File: src/source/rename_pkg.sv
// rename and commit shared types
`default_nettype none

package rename_pkg;

	// --------------------
	// widths and counts
	// --------------------
	localparam int AREG_W    = 5;  // 32 logical registers
	localparam int PRF_W     = 6;  // 64 physical registers
	localparam int FREE_N    = 32; // tags held by the free list
	localparam int BR_SLOTS  = 4;  // in-flight branch checkpoints
	localparam int ROB_IDX_W = 3;  // up to 8 rob entries
	localparam int FL_PTR_W  = 5;  // free list slot index

	typedef logic [AREG_W-1:0]    areg_t;
	typedef logic [PRF_W-1:0]     prf_tag_t;
	typedef logic [BR_SLOTS-1:0]  br_mask_t; // one bit per checkpoint slot
	typedef logic [ROB_IDX_W-1:0] rob_idx_t;
	typedef logic [FL_PTR_W-1:0]  fl_ptr_t;

	// --------------------
	// port bundles
	// --------------------

	// instruction offered at dispatch
	typedef struct packed {
		areg_t       logic_dest;
		logic [63:0] pc;
		logic        is_br;
		logic        pred_taken; // predictor said taken
		logic        rd_mem;
		logic        wr_mem;
	} dispatch_req_t;

	// functional unit completion report
	typedef struct packed {
		logic     valid;
		rob_idx_t rob_idx;
		logic     taken; // resolved branch direction
	} fu_done_t;

	// instruction leaving the head of the rob
	typedef struct packed {
		logic        valid;
		areg_t       logic_dest;
		prf_tag_t    new_tag;
		prf_tag_t    old_tag; // goes back to the free list
		logic [63:0] pc;
		logic        rd_mem;
		logic        wr_mem;
	} retire_t;

	// mispredicted branch announcement
	typedef struct packed {
		logic     valid;
		rob_idx_t rob_idx;
		br_mask_t br_mask; // one-hot slot of the branch
	} recovery_t;

endpackage

`default_nettype wire

File: src/source/free_list.sv
// physical tag free list
`default_nettype none

module free_list (
	input  wire  logic                 clk,
	input  wire  logic                 rst,
	input  wire  logic                 pop_i,
	input  wire  logic                 push_i,
	input  wire  rename_pkg::prf_tag_t push_tag_i,
	input  wire  logic                 restore_i,
	input  wire  rename_pkg::fl_ptr_t  restore_head_i,
	output rename_pkg::prf_tag_t       tag_o,
	output rename_pkg::fl_ptr_t        head_o,
	output logic                       empty_o
);

	localparam int PTR_W = rename_pkg::FL_PTR_W;

	rename_pkg::prf_tag_t tags_r [rename_pkg::FREE_N];

	logic [PTR_W:0]   head_r; // wrap bit on top
	logic [PTR_W:0]   tail_r;
	logic [PTR_W-1:0] rollback;

	always_comb begin
		head_o  = head_r[PTR_W-1:0];
		tag_o   = tags_r[head_r[PTR_W-1:0]];
		empty_o = head_r == tail_r;

		// tags popped since the branch snapshot, never more than the rob holds
		rollback = head_r[PTR_W-1:0] - restore_head_i;
	end

	// --------------------
	// pointers
	// --------------------
	always_ff @(posedge clk) begin
		if (rst) begin
			head_r <= '0;
			tail_r <= {1'b1, {PTR_W{1'b0}}}; // every slot holds a free tag
		end else begin
			if (restore_i)
				head_r <= head_r - {1'b0, rollback};
			else if (pop_i)
				head_r <= head_r + 1'b1;
			if (push_i)
				tail_r <= tail_r + 1'b1;
		end
	end

	// tags above the identity map start free, in ascending order
	always_ff @(posedge clk) begin
		if (rst) begin
			for (int i = 0; i < rename_pkg::FREE_N; i++) begin
				tags_r[i] <= rename_pkg::prf_tag_t'(rename_pkg::FREE_N + i);
			end
		end else if (push_i) begin
			tags_r[tail_r[PTR_W-1:0]] <= push_tag_i;
		end
	end

	// dispatch never takes a tag from an empty list
	a_no_pop_empty: assert property (@(posedge clk) disable iff (rst)
		pop_i |-> !empty_o);

endmodule

`default_nettype wire

File: src/source/map_table.sv
// speculative map table with checkpoints
`default_nettype none

module map_table (
	input  wire  logic                 clk,
	input  wire  logic                 rst,
	input  wire  logic                 fire_i,
	input  wire  rename_pkg::areg_t    logic_dest_i,
	input  wire  rename_pkg::prf_tag_t new_tag_i,
	input  wire  logic                 is_br_i,
	input  wire  rename_pkg::br_mask_t resolve_mask_i,
	input  wire  logic                 restore_i,
	input  wire  rename_pkg::br_mask_t restore_mask_i,
	output rename_pkg::prf_tag_t       old_tag_o,
	output rename_pkg::br_mask_t       br_mask_o,
	output logic                       slot_free_o
);

	localparam int AREG_N = 2 ** rename_pkg::AREG_W;
	localparam int SLOTS  = rename_pkg::BR_SLOTS;
	localparam int SLOT_W = $clog2(SLOTS);

	rename_pkg::prf_tag_t map_r  [AREG_N];
	rename_pkg::prf_tag_t ckpt_r [SLOTS][AREG_N];
	rename_pkg::br_mask_t busy_r;
	rename_pkg::br_mask_t younger_r [SLOTS]; // bit t set if slot t was taken after this slot

	rename_pkg::br_mask_t alloc_mask;
	logic [SLOT_W-1:0]    alloc_slot;
	logic [SLOT_W-1:0]    restore_slot;
	logic                 br_fire;

	// --------------------
	// slot selection
	// --------------------
	always_comb begin
		alloc_mask = ~busy_r & (busy_r + 1'b1); // lowest free slot, one-hot
		alloc_slot = '0;
		for (int s = SLOTS - 1; s >= 0; s--) begin
			if (!busy_r[s])
				alloc_slot = SLOT_W'(s);
		end

		restore_slot = '0;
		for (int s = 0; s < SLOTS; s++) begin
			if (restore_mask_i[s])
				restore_slot = SLOT_W'(s);
		end

		old_tag_o   = map_r[logic_dest_i];
		br_mask_o   = is_br_i ? alloc_mask : '0;
		slot_free_o = |(~busy_r);
		br_fire     = fire_i && is_br_i;
	end

	// --------------------
	// map and slot state
	// --------------------
	always_ff @(posedge clk) begin
		if (rst) begin
			busy_r <= '0;
			for (int s = 0; s < SLOTS; s++) begin
				younger_r[s] <= '0;
			end
			for (int r = 0; r < AREG_N; r++) begin
				map_r[r] <= rename_pkg::prf_tag_t'(r); // identity map
			end
		end else if (restore_i) begin
			for (int r = 0; r < AREG_N; r++) begin
				map_r[r] <= ckpt_r[restore_slot][r];
			end
			// drop the branch and everything dispatched after it
			busy_r <= busy_r & ~(restore_mask_i | younger_r[restore_slot]) & ~resolve_mask_i;
		end else begin
			if (fire_i)
				map_r[logic_dest_i] <= new_tag_i;
			busy_r <= (busy_r & ~resolve_mask_i) | (br_fire ? alloc_mask : '0);
			if (br_fire) begin
				younger_r[alloc_slot] <= '0;
				for (int s = 0; s < SLOTS; s++) begin
					younger_r[s][alloc_slot] <= busy_r[s]; // every live slot is older
				end
			end
		end
	end

	// checkpoint holds the map as it stands after the branch's own rename
	always_ff @(posedge clk) begin
		if (br_fire) begin
			for (int r = 0; r < AREG_N; r++) begin
				if (rename_pkg::areg_t'(r) == logic_dest_i)
					ckpt_r[alloc_slot][r] <= new_tag_i;
				else
					ckpt_r[alloc_slot][r] <= map_r[r];
			end
		end
	end

endmodule

`default_nettype wire

File: src/source/rob.sv
// reorder buffer
`default_nettype none

module rob #(
	parameter int ROB_DEPTH = 8
) (
	input  wire  logic                      clk,
	input  wire  logic                      rst,
	input  wire  logic                      fire_i,
	input  wire  rename_pkg::dispatch_req_t disp_i,
	input  wire  rename_pkg::prf_tag_t      new_tag_i,
	input  wire  rename_pkg::prf_tag_t      old_tag_i,
	input  wire  rename_pkg::br_mask_t      br_mask_i,
	input  wire  rename_pkg::fl_ptr_t       fl_head_i,
	input  wire  rename_pkg::fu_done_t      fu_i,
	output logic                            full_o,
	output rename_pkg::rob_idx_t            tail_idx_o,
	output rename_pkg::retire_t             retire_o,
	output rename_pkg::recovery_t           recover_o,
	output rename_pkg::fl_ptr_t             recover_fl_head_o,
	output rename_pkg::br_mask_t            resolve_mask_o
);

	localparam int IDX_W = $clog2(ROB_DEPTH);

	typedef logic [IDX_W-1:0] idx_t;
	typedef logic [IDX_W:0]   ptr_t; // extra wrap bit

	// --------------------
	// entry storage
	// --------------------
	rename_pkg::dispatch_req_t disp_r    [ROB_DEPTH];
	rename_pkg::prf_tag_t      new_tag_r [ROB_DEPTH];
	rename_pkg::prf_tag_t      old_tag_r [ROB_DEPTH];
	rename_pkg::br_mask_t      br_mask_r [ROB_DEPTH];
	rename_pkg::fl_ptr_t       fl_head_r [ROB_DEPTH]; // free list head past this entry's tag
	logic [ROB_DEPTH-1:0]      done_r;
	logic [ROB_DEPTH-1:0]      done_nxt;

	ptr_t head_r;
	ptr_t tail_r;
	ptr_t occupancy;
	idx_t head_idx;
	idx_t tail_idx;
	idx_t fu_idx;
	idx_t fu_off;   // completing entry's distance from the head
	logic retire_vld;
	logic comp_br;
	logic mispredict;
	logic [ROB_DEPTH-1:0] squash; // entries younger than a mispredicted branch

	always_comb begin
		head_idx  = head_r[IDX_W-1:0];
		tail_idx  = tail_r[IDX_W-1:0];
		fu_idx    = fu_i.rob_idx[IDX_W-1:0];
		fu_off    = fu_idx - head_idx;
		occupancy = tail_r - head_r;
		full_o    = occupancy == ptr_t'(ROB_DEPTH);

		tail_idx_o = rename_pkg::rob_idx_t'(tail_idx);
		retire_vld = (occupancy != '0) && done_r[head_idx];
	end

	// --------------------
	// retire and recovery
	// --------------------
	always_comb begin
		retire_o.valid      = retire_vld;
		retire_o.logic_dest = disp_r[head_idx].logic_dest;
		retire_o.new_tag    = new_tag_r[head_idx];
		retire_o.old_tag    = old_tag_r[head_idx];
		retire_o.pc         = disp_r[head_idx].pc;
		retire_o.rd_mem     = disp_r[head_idx].rd_mem;
		retire_o.wr_mem     = disp_r[head_idx].wr_mem;

		comp_br    = fu_i.valid && disp_r[fu_idx].is_br;
		mispredict = comp_br && (disp_r[fu_idx].pred_taken != fu_i.taken);

		recover_o.valid   = mispredict;
		recover_o.rob_idx = rename_pkg::rob_idx_t'(fu_idx);
		recover_o.br_mask = br_mask_r[fu_idx];
		recover_fl_head_o = fl_head_r[fu_idx];
		resolve_mask_o    = comp_br ? br_mask_r[fu_idx] : '0; // frees the slot either way
	end

	always_comb begin
		for (int i = 0; i < ROB_DEPTH; i++) begin
			squash[i] = mispredict && ((idx_t'(i) - head_idx) > fu_off);
		end
	end

	always_comb begin
		done_nxt = done_r;
		if (fire_i)
			done_nxt[tail_idx] = 1'b0; // fresh entry starts not done
		if (retire_vld)
			done_nxt[head_idx] = 1'b0;
		if (fu_i.valid)
			done_nxt[fu_idx] = 1'b1;
		done_nxt = done_nxt & ~squash;
	end

	// --------------------
	// pointers
	// --------------------
	always_ff @(posedge clk) begin
		if (rst) begin
			head_r <= '0;
			tail_r <= '0;
			done_r <= '0;
		end else begin
			done_r <= done_nxt;
			if (retire_vld)
				head_r <= head_r + ptr_t'(1);
			if (mispredict)
				tail_r <= head_r + ptr_t'(fu_off) + ptr_t'(1); // just after the branch
			else if (fire_i)
				tail_r <= tail_r + ptr_t'(1);
		end
	end

	always_ff @(posedge clk) begin
		if (fire_i) begin
			disp_r[tail_idx]    <= disp_i;
			new_tag_r[tail_idx] <= new_tag_i;
			old_tag_r[tail_idx] <= old_tag_i;
			br_mask_r[tail_idx] <= br_mask_i;
			fl_head_r[tail_idx] <= fl_head_i + rename_pkg::fl_ptr_t'(1); // skip the tag this entry takes
		end
	end

	// dispatch lands in a free entry or in the one the head vacates
	a_no_fire_full: assert property (@(posedge clk) disable iff (rst)
		fire_i |-> (!full_o || retire_vld));

	// completions only come back for live entries
	a_fu_in_window: assert property (@(posedge clk) disable iff (rst)
		fu_i.valid |-> (ptr_t'(fu_off) < occupancy));

endmodule

`default_nettype wire

File: src/source/rename_commit_top.sv
// rename and commit core
`default_nettype none

module rename_commit_top #(
	parameter int ROB_DEPTH = 8
) (
	input  wire  logic                      clk,
	input  wire  logic                      rst,
	input  wire  logic                      disp_valid_i,
	input  wire  rename_pkg::dispatch_req_t disp_i,
	input  wire  rename_pkg::fu_done_t      fu_i,
	output logic                            disp_ready_o,
	output rename_pkg::prf_tag_t            disp_tag_o,
	output rename_pkg::rob_idx_t            disp_rob_idx_o,
	output rename_pkg::retire_t             retire_o,
	output rename_pkg::recovery_t           recover_o
);

	logic                 fire;
	logic                 rob_full;
	logic                 fl_empty;
	logic                 slot_free;
	rename_pkg::prf_tag_t old_tag;
	rename_pkg::br_mask_t br_mask;
	rename_pkg::fl_ptr_t  fl_head;
	rename_pkg::fl_ptr_t  recover_fl_head;
	rename_pkg::br_mask_t resolve_mask;

	// --------------------
	// dispatch handshake
	// --------------------
	always_comb begin
		disp_ready_o = (!rob_full || retire_o.valid)
			&& !fl_empty
			&& (!disp_i.is_br || slot_free)
			&& !recover_o.valid; // hold off while state rolls back
		fire = disp_valid_i && disp_ready_o;
	end

	rob #(
		.ROB_DEPTH(ROB_DEPTH)
	) u_rob (
		.clk               (clk),
		.rst               (rst),
		.fire_i            (fire),
		.disp_i            (disp_i),
		.new_tag_i         (disp_tag_o),
		.old_tag_i         (old_tag),
		.br_mask_i         (br_mask),
		.fl_head_i         (fl_head),
		.fu_i              (fu_i),
		.full_o            (rob_full),
		.tail_idx_o        (disp_rob_idx_o),
		.retire_o          (retire_o),
		.recover_o         (recover_o),
		.recover_fl_head_o (recover_fl_head),
		.resolve_mask_o    (resolve_mask)
	);

	free_list u_free_list (
		.clk            (clk),
		.rst            (rst),
		.pop_i          (fire),
		.push_i         (retire_o.valid),
		.push_tag_i     (retire_o.old_tag),
		.restore_i      (recover_o.valid),
		.restore_head_i (recover_fl_head),
		.tag_o          (disp_tag_o),
		.head_o         (fl_head),
		.empty_o        (fl_empty)
	);

	map_table u_map_table (
		.clk            (clk),
		.rst            (rst),
		.fire_i         (fire),
		.logic_dest_i   (disp_i.logic_dest),
		.new_tag_i      (disp_tag_o),
		.is_br_i        (disp_i.is_br),
		.resolve_mask_i (resolve_mask),
		.restore_i      (recover_o.valid),
		.restore_mask_i (recover_o.br_mask),
		.old_tag_o      (old_tag),
		.br_mask_o      (br_mask),
		.slot_free_o    (slot_free)
	);

endmodule

`default_nettype wire

File: config.mk
export PLATFORM = sky130hd
export DESIGN_NAME = rename_commit_top
export DESIGN_NICKNAME = d
export VERILOG_FILES = /design/src/source/rename_pkg.sv /design/src/source/free_list.sv /design/src/source/map_table.sv /design/src/source/rob.sv /design/src/source/rename_commit_top.sv
export SDC_FILE = /design/constraint.sdc
export NUM_CORES = 2
export LEC_CHECK = 0
export ABC_AREA = 1
export BUFFER_PORTS_ARGS = -buffer_cell sky130_fd_sc_hd__buf_4
export CAP_MARGIN = 20
export CORE_MARGIN = 2
export CORE_UTILIZATION = 60
export CTS_BUF_LIST = sky130_fd_sc_hd__clkbuf_4
export CTS_CLUSTER_SIZE = 30
export DETAILED_ROUTE_END_ITERATION = 10
export PLACE_DENSITY_LB_ADDON = 0.1
export SYNTH_ARGS = -nofsm -noshare
export SYNTH_HDL_FRONTEND = slang
export SYNTH_HIERARCHICAL = 1
export SYNTH_SLANG_ARGS = --single-unit
File: constraint.sdc
create_clock -name clk -period 13.95 [get_ports clk]
set_clock_uncertainty 0.1 [all_clocks]
set_input_delay 2.0925 -clock clk [delete_from_list [all_inputs] [get_ports clk]]
set_output_delay 2.0925 -clock clk [all_outputs]
set_load 0.02 [all_outputs]
# ---- Word level (Yosys, flattened, before mapping)
# Memories as Yosys holds them, arrays and structs flattened. A register that Yosys moved wholly into a read port is not among the register bits.
# Cells that the tools add are included.
dict set report totals {
  n_memories 9
  ramBits 1920
  register_bits 32
  input_bits 81
  wordCells 597
  out_inout_bits 102
}
# name words width read_ports rd_ports_with_merged_regs write_ports line
set memory_table {}
lappend memory_table {u_map_table.ckpt_r 4 192 1 0 1 map_table.sv:24} ;# rename_pkg::prf_tag_t ckpt_r [SLOTS][AREG_N];
lappend memory_table {u_rob.disp_r 8 73 2 1 1 rob.sv:32} ;# rename_pkg::dispatch_req_t disp_r [ROB_DEPTH];
lappend memory_table {u_free_list.tags_r 32 6 1 1 32 free_list.sv:19} ;# rename_pkg::prf_tag_t tags_r [rename_pkg::FREE_N];
lappend memory_table {u_map_table.map_r 32 6 33 0 32 map_table.sv:23} ;# rename_pkg::prf_tag_t map_r [AREG_N];
lappend memory_table {u_rob.new_tag_r 8 6 1 1 1 rob.sv:33} ;# rename_pkg::prf_tag_t new_tag_r [ROB_DEPTH];
lappend memory_table {u_rob.old_tag_r 8 6 1 1 1 rob.sv:34} ;# rename_pkg::prf_tag_t old_tag_r [ROB_DEPTH];
lappend memory_table {{3 more memories} n/a n/a n/a n/a n/a n/a}
dict set report classes {
  bitwise 144
  n_reduce_logical 32
  n_lt_le_gt_ge 16
  n_eq_ne 38
  muxes 332
  addsub 20
}
# operator count
set op_table {}
lappend op_table {{6-bit two-way mux} 68}
lappend op_table {{1-bit two-way mux} 233}
lappend op_table {{5-bit equality test (first input constant)} 16}
lappend op_table {{1-bit OR} 80}
lappend op_table {{4-bit by 5-bit equality test with 1-bit output (first input constant)} 8}
lappend op_table {{1-bit bitwise AND} 32}
lappend op_table {{4-bit two-way mux} 7}
lappend op_table {{8-bit bitwise AND} 3}
lappend op_table {{3-bit greater-than comparator} 8}
lappend op_table {{8-bit two-way mux} 3}
lappend op_table {{8-bit NOT} 3}
lappend op_table {{3-bit by 5-bit equality test with 1-bit output (first input constant)} 4}
lappend op_table {{1-bit logical AND} 20}
lappend op_table {{5-bit two-way mux} 4}
lappend op_table {{3-bit two-way mux} 6}
lappend op_table {{4-bit by 1-bit adder with 4-bit output (second input constant)} 4}
lappend op_table {{4-bit bitwise AND} 4}
lappend op_table {{1-bit NOT} 16}
lappend op_table {{6-bit by 1-bit adder with 6-bit output (second input constant)} 2}
lappend op_table {{3-bit by 4-bit < comparator with 1-bit output (second input constant)} 3}
lappend op_table {{2-bit two-way mux} 6}
lappend op_table {{4-bit NOT} 3}
lappend op_table {{6-bit OR reduction} 2}
lappend op_table {{3-bit subtractor (first input constant)} 4}
lappend op_table {{other kinds (28)} 43}

# ---- Depth between registers and ports, before layout
dict set report logic_depth {
  word_depth 19
  mapped_depth 25
  ltp_nobuf 23
}

# ---- Modules after synthesis
# The synthesis kept the hierarchy.
# mod n_inst area_per_inst_um2 cells_each seq_area_each_um2
set by_module_without_submodules {}
lappend by_module_without_submodules {map_table 1 42231.8 3969 29228.0}
lappend by_module_without_submodules {rob 1 30765.8 2436 22962.0}
lappend by_module_without_submodules {free_list 1 10168.5 1137 6105.9}
lappend by_module_without_submodules {rename_commit_top 1 35.0 9 0.0}

# ---- Least setup slack after synthesis
# No wires, ideal clock.
dict set report synth_path {
  path_kind {input to register}
  startpoint {input fu_i[3] in the netlist's numbering}
  endpoint {memory u_map_table/ckpt_r[0][0] in the netlist's numbering, enable pin}
  arrival_ps 11833
  path_stages 13
  setup_time_ps 753
  required_ps 13097
  path_slack_ps 1265
  path_cell_list {buf_4 nor2_2 nand3_1 nand2_1 o21ai_0 nand3_2 inv_1 buf_4 nor2_1 nand3_1 nor2_1 nand2_1 nor2_1}
}
dict set report synth_between {
  elab_chain_len 10
}
# item line
set synth_rtl {}
lappend synth_rtl {{from (decl)} rename_commit_top.sv:11} ;# input wire rename_pkg::fu_done_t fu_i,
lappend synth_rtl {{memory 8 x 73 bit *} n/a}
lappend synth_rtl {{1-bit != test or 1-bit logical AND (tied branches)} {rob.sv:77, rob.sv:76}}
lappend synth_rtl {{1-bit logical AND *} rob.sv:77} ;# mispredict = comp_br && (disp_r[fu_idx].pred_taken != fu_i.taken);
lappend synth_rtl {{net u_rob.mispredict} rob.sv:49} ;# logic mispredict;
lappend synth_rtl {{1-bit zero test *} rename_commit_top.sv:36} ;# && !recover_o.valid;
lappend synth_rtl {{1-bit logical AND *} rename_commit_top.sv:36}
lappend synth_rtl {{1-bit logical AND *} rename_commit_top.sv:37} ;# fire = disp_valid_i && disp_ready_o;
lappend synth_rtl {{net fire} rename_commit_top.sv:19} ;# logic fire;
lappend synth_rtl {{1-bit logical AND *} map_table.sv:53} ;# br_fire = fire_i && is_br_i;
lappend synth_rtl {{1-bit two-way mux} map_table.sv:89} ;# if (br_fire) begin
lappend synth_rtl {{1-bit two-way mux (on tied branches)} {map_table.sv:92, map_table.sv:94}}
lappend synth_rtl {{1-bit OR (no line) *} n/a}
lappend synth_rtl {{to (decl)} map_table.sv:24}
# Mark *: on every way through the listed nets, which the timed path passes. The rest lies on a longest branch.

==> flow_summary.toml <==
[worst_setup_path]
crit_path_end = "retire_o[66]"
cp_max_fo = 156
cp.arrival_ps = 4920
startpoint_type = "register"
worstPathRequired_ps = 11760
r2r-end = "u_map_table/ckpt_r[2][75]"
rr_worst_depth = 19
critical_path_class = "reg2out"
timing.rr.start = "u_rob/head_r[1]"
critPathCaptureType = "output pin"
reg2reg_slack_ps = 7400

[layout]
seq_area_um2 = 58300
fill_cells = 10585
nets = 7977
multi_input_area_um2 = 21460
drive_gt1_frac = 0.1364
syn_to_final_growth_pct = 10.14
fin_area_um2 = 91640

[logic_synthesis]
yosys.cell_types.count = 49
synth_fp_nets = 7674
ys_warn_count = 6
ys_ff_latch = 1960
synth_area_um2 = 83200
ys_seq_area_frac = 0.7007
synth_area_per_cell_um2 = 11.02
syn-instance-count = 7551

[power_and_ir_drop]
netSwitchingPower_w = 0.008055
powerDensity_nw_per_um2 = 222.6
p_clk_frac = 0.224
internal_power_w = 0.01234
power_frac_seq = 0.413
peakVddDrop_uv = 176.4
combPwrFrac = 0.363
switching_share = 0.3949
total_power_w = 0.02040
leakage_nw = 33.04

[route]
wirelength_mm = 216.8
drcViolationCount = 0
vias = 58724
drt-initial-drc-count = 6254
met3WireLength_mm = 19.58
first_pass_iters = 8
route.met2.wl_mm = 103.5
ant_nets = 0
top_layer = "met5"
wl_met1_mm = 85.80
viasPerCell = 5.867
wl_per_cell_um = 21.66

[clock_tree]
htreeDepth = 5
post_cts_buffers = 0
cts_max_path_buffers = 4
cts.sinks = 1960
clkLatencyLatePin_ps = 1350
hold_buffers = 0
cts_resized = 0
cts_buffers = 494
clk_pin_slew_ps = 70
cts_tree = "yes"
cts_root_buffer = "clkbuf_4"

[global_routing]
grtUsageTotal = 0.3044
grt_overflow_total = 0
grt_first_pass_wirelength_mm = 329.1
grt_max_degree = 211
antenna_found_initial = 8
grt_pass1_vias = 56815

[sta]
worst_slew_pin_slew_ps = 1100
fin_tns_setup_ps = 0
finalHoldViolCount = 0
final_max_slew_viol_count = 0
min_period_ps = 7112
period_share = 0.5098
fmax_ghz = 0.1406
rsz0062_at_grt = "no"
worst_slack_ps = 6838
setup_viol = 0
slew_headroom = 0.2647

[floorplanning]
die_w_um = 376.4
ios = 183
die_h_um = 376.4
core-area_um2 = 137500
start_util = 0.6051
fp-row-count = 136
die_area_um2 = 141700

[placement]
dp_hpwl_mm = 120.4
post-place-ws_ps = 5698
gp_congestion = 0.8622
dpl-instance-area_um2 = 85640
port-buffer-count = 182

[min_path]
hold_class = "reg2reg"
hp-start = "u_map_table/younger_r[0][1]"

[run_status]
outcome = "finished clean"

[flow_run]
cap_violations = 0
## state kept, by name, indices dropped and copies added, names as in the netlist, named ones only
| signal | count |
|---|---|
| u_rob/done_r | 8 |
| u_rob/old_tag_r | 48 |
| u_rob/head_r | 4 |
| u_rob/fl_head_r | 40 |
| u_map_table/younger_r | 16 |
| u_map_table/map_r | 192 |
| u_map_table/busy_r | 4 |
| u_rob/disp_r | 584 |
| u_free_list/tail_r | 6 |
| u_rob/tail_r | 4 |
| u_free_list/head_r | 6 |
| u_map_table/ckpt_r | 768 |
| u_free_list/tags_r | 192 |
| u_rob/br_mask_r | 32 |
| u_rob/new_tag_r | 48 |
## how the worst min path moves through the flow
stage	cells after the start	slack (ps)	to
finish	2	350	u_map_table/younger_r[0][1]
detailed placement	2	340	u_map_table/younger_r[0][1]
global placement	2	330	u_map_table/younger_r[0][1]
global route	2	360	u_map_table/younger_r[0][1]
floorplan	2	310	u_map_table/younger_r[1][1]
CTS	2	350	u_map_table/younger_r[0][1]
## power groups by stage
stage               combinational (W)  clock [W]  sequential (W)
global placement              0.00716          0         0.00852
finish                        0.00740    0.00458         0.00842
floorplan                     0.00443          0         0.00852
detailed placement            0.00733          0         0.00854
global route                  0.00800    0.00498         0.00847
CTS                           0.00734    0.00469         0.00842
## cells in the final DEF (no fill, tap or decap), types with 5 or more instances in the layout
| master | instances |
|---|---|
| a31oi_1 | 96 |
| clkbuf_4 | 715 |
| diode_2 | 14 |
| or2_2 | 16 |
| xor2_1 | 7 |
| o21bai_1 | 5 |
| o22ai_1 | 226 |
| nand4_1 | 11 |
| dfxtp_1 | 53 |
| edfxtp_1 | 1904 |
| nor3_1 | 23 |
| buf_4 | 278 |
| nor2_1 | 1458 |
| nand2_2 | 9 |
| nor2_2 | 14 |
| ha_1 | 39 |
| clkinv_1 | 113 |
| inv_1 | 348 |
| a21oi_1 | 336 |
| nand2_1 | 1294 |
| xnor2_1 | 9 |
| nor2_4 | 17 |
| clkinv_2 | 16 |
| o21ai_0 | 872 |
| nand3_1 | 227 |
| inv_2 | 23 |
| o211ai_1 | 39 |
## critical path, stage by stage, from the launching register on
cell and delay [ps]:
dfxtp_4 520, inv_8 650, buf_4 780, o21ai_0 190, o22ai_1 200, nor2_1 70
a31oi_1 820, buf_4 310
## cell type report
| class | count | area share |
|---|---|---|
| Clock buffer | 715 | 0.05858 |
| Timing Repair Buffer | 282 | 0.02365 |
| Clock inverter | 129 | 0.006417 |
| Multi-Input combinational cell | 4734 | 0.2342 |
| Sequential cell | 1960 | 0.6363 |
| Inverter | 382 | 0.01600 |
| Antenna cell | 14 | 0.0003823 |
| Tap cell | 1794 | 0.02450 |
## routing by layer
| layer | global-route usage | vias to the layer above |
|---|---|---|
| met5 | 0 | - |
| met4 | 0.1327 | 2 |
| li1 | - | 27273 |
| met3 | 0.05654 | 487 |
| met2 | 0.4938 | 2808 |
| met1 | 0.4051 | 28154 |
## logic make-up (layout without fill, tap and decap cells)
family                   Yosys count  count (layout)  share of synthesized area
AO/OA/AOI/OAI                   1590            1590                     0.1024
XOR/XNOR                          16              16                   0.001684
adder cells (fa/ha/maj)           43              43                   0.006707
buffers and inverters            857            1508                    0.04298
flip-flops                      1960            1960                     0.7007
other                              0              14                          0
AND/OR/NAND/NOR                 3085            3085                     0.1456
## Yosys cell counts (all sizes together)
| cell type | instances | area (um2) |
|---|---|---|
| nand4 | 12 | 81.33 |
| nor2 | 1489 | 5652 |
| nand3 | 230 | 1166 |
| or2 | 17 | 106.4 |
| a31oi | 96 | 600.6 |
| ha | 39 | 488.0 |
| clkbuf | 288 | 1082 |
| nor3b | 1 | 7.510 |
| clkinv | 3 | 12.51 |
| o21ai | 877 | 4404 |
| nand3b | 4 | 30.03 |
| fa | 3 | 60.06 |
| buf | 187 | 1054 |
| a22o | 2 | 17.52 |
| maj3 | 1 | 10.01 |
| o211ai | 39 | 292.8 |
| xor2 | 7 | 61.31 |
| a21oi | 336 | 1682 |
| inv | 379 | 1428 |
| edfxtp | 1904 | 57170 |
| o21a | 2 | 15.01 |
| a211oi | 1 | 7.510 |
| o2111ai | 4 | 35.03 |
| o22ai | 226 | 1414 |
| nand2 | 1305 | 4903 |
| xnor2 | 9 | 78.83 |
| a22oi | 2 | 15.01 |
| nor4 | 1 | 6.260 |
| nor3 | 26 | 157.7 |
| dfxtp | 56 | 1121 |
| o21bai | 5 | 37.54 |
## metrics by stage
step           hold WS [ps]    util  cells
6_report              347.6  0.6665  10010
5_1_grt               361.9  0.6664  10004
4_1_cts               349.9  0.6662   9996
3_5_place_dp          335.1  0.6229   9152
3_3_place_gp          332.0  0.6227   9150
2_1_floorplan         314.6       -   7551
No activity file was read; power rests on OpenSTA's default activity.
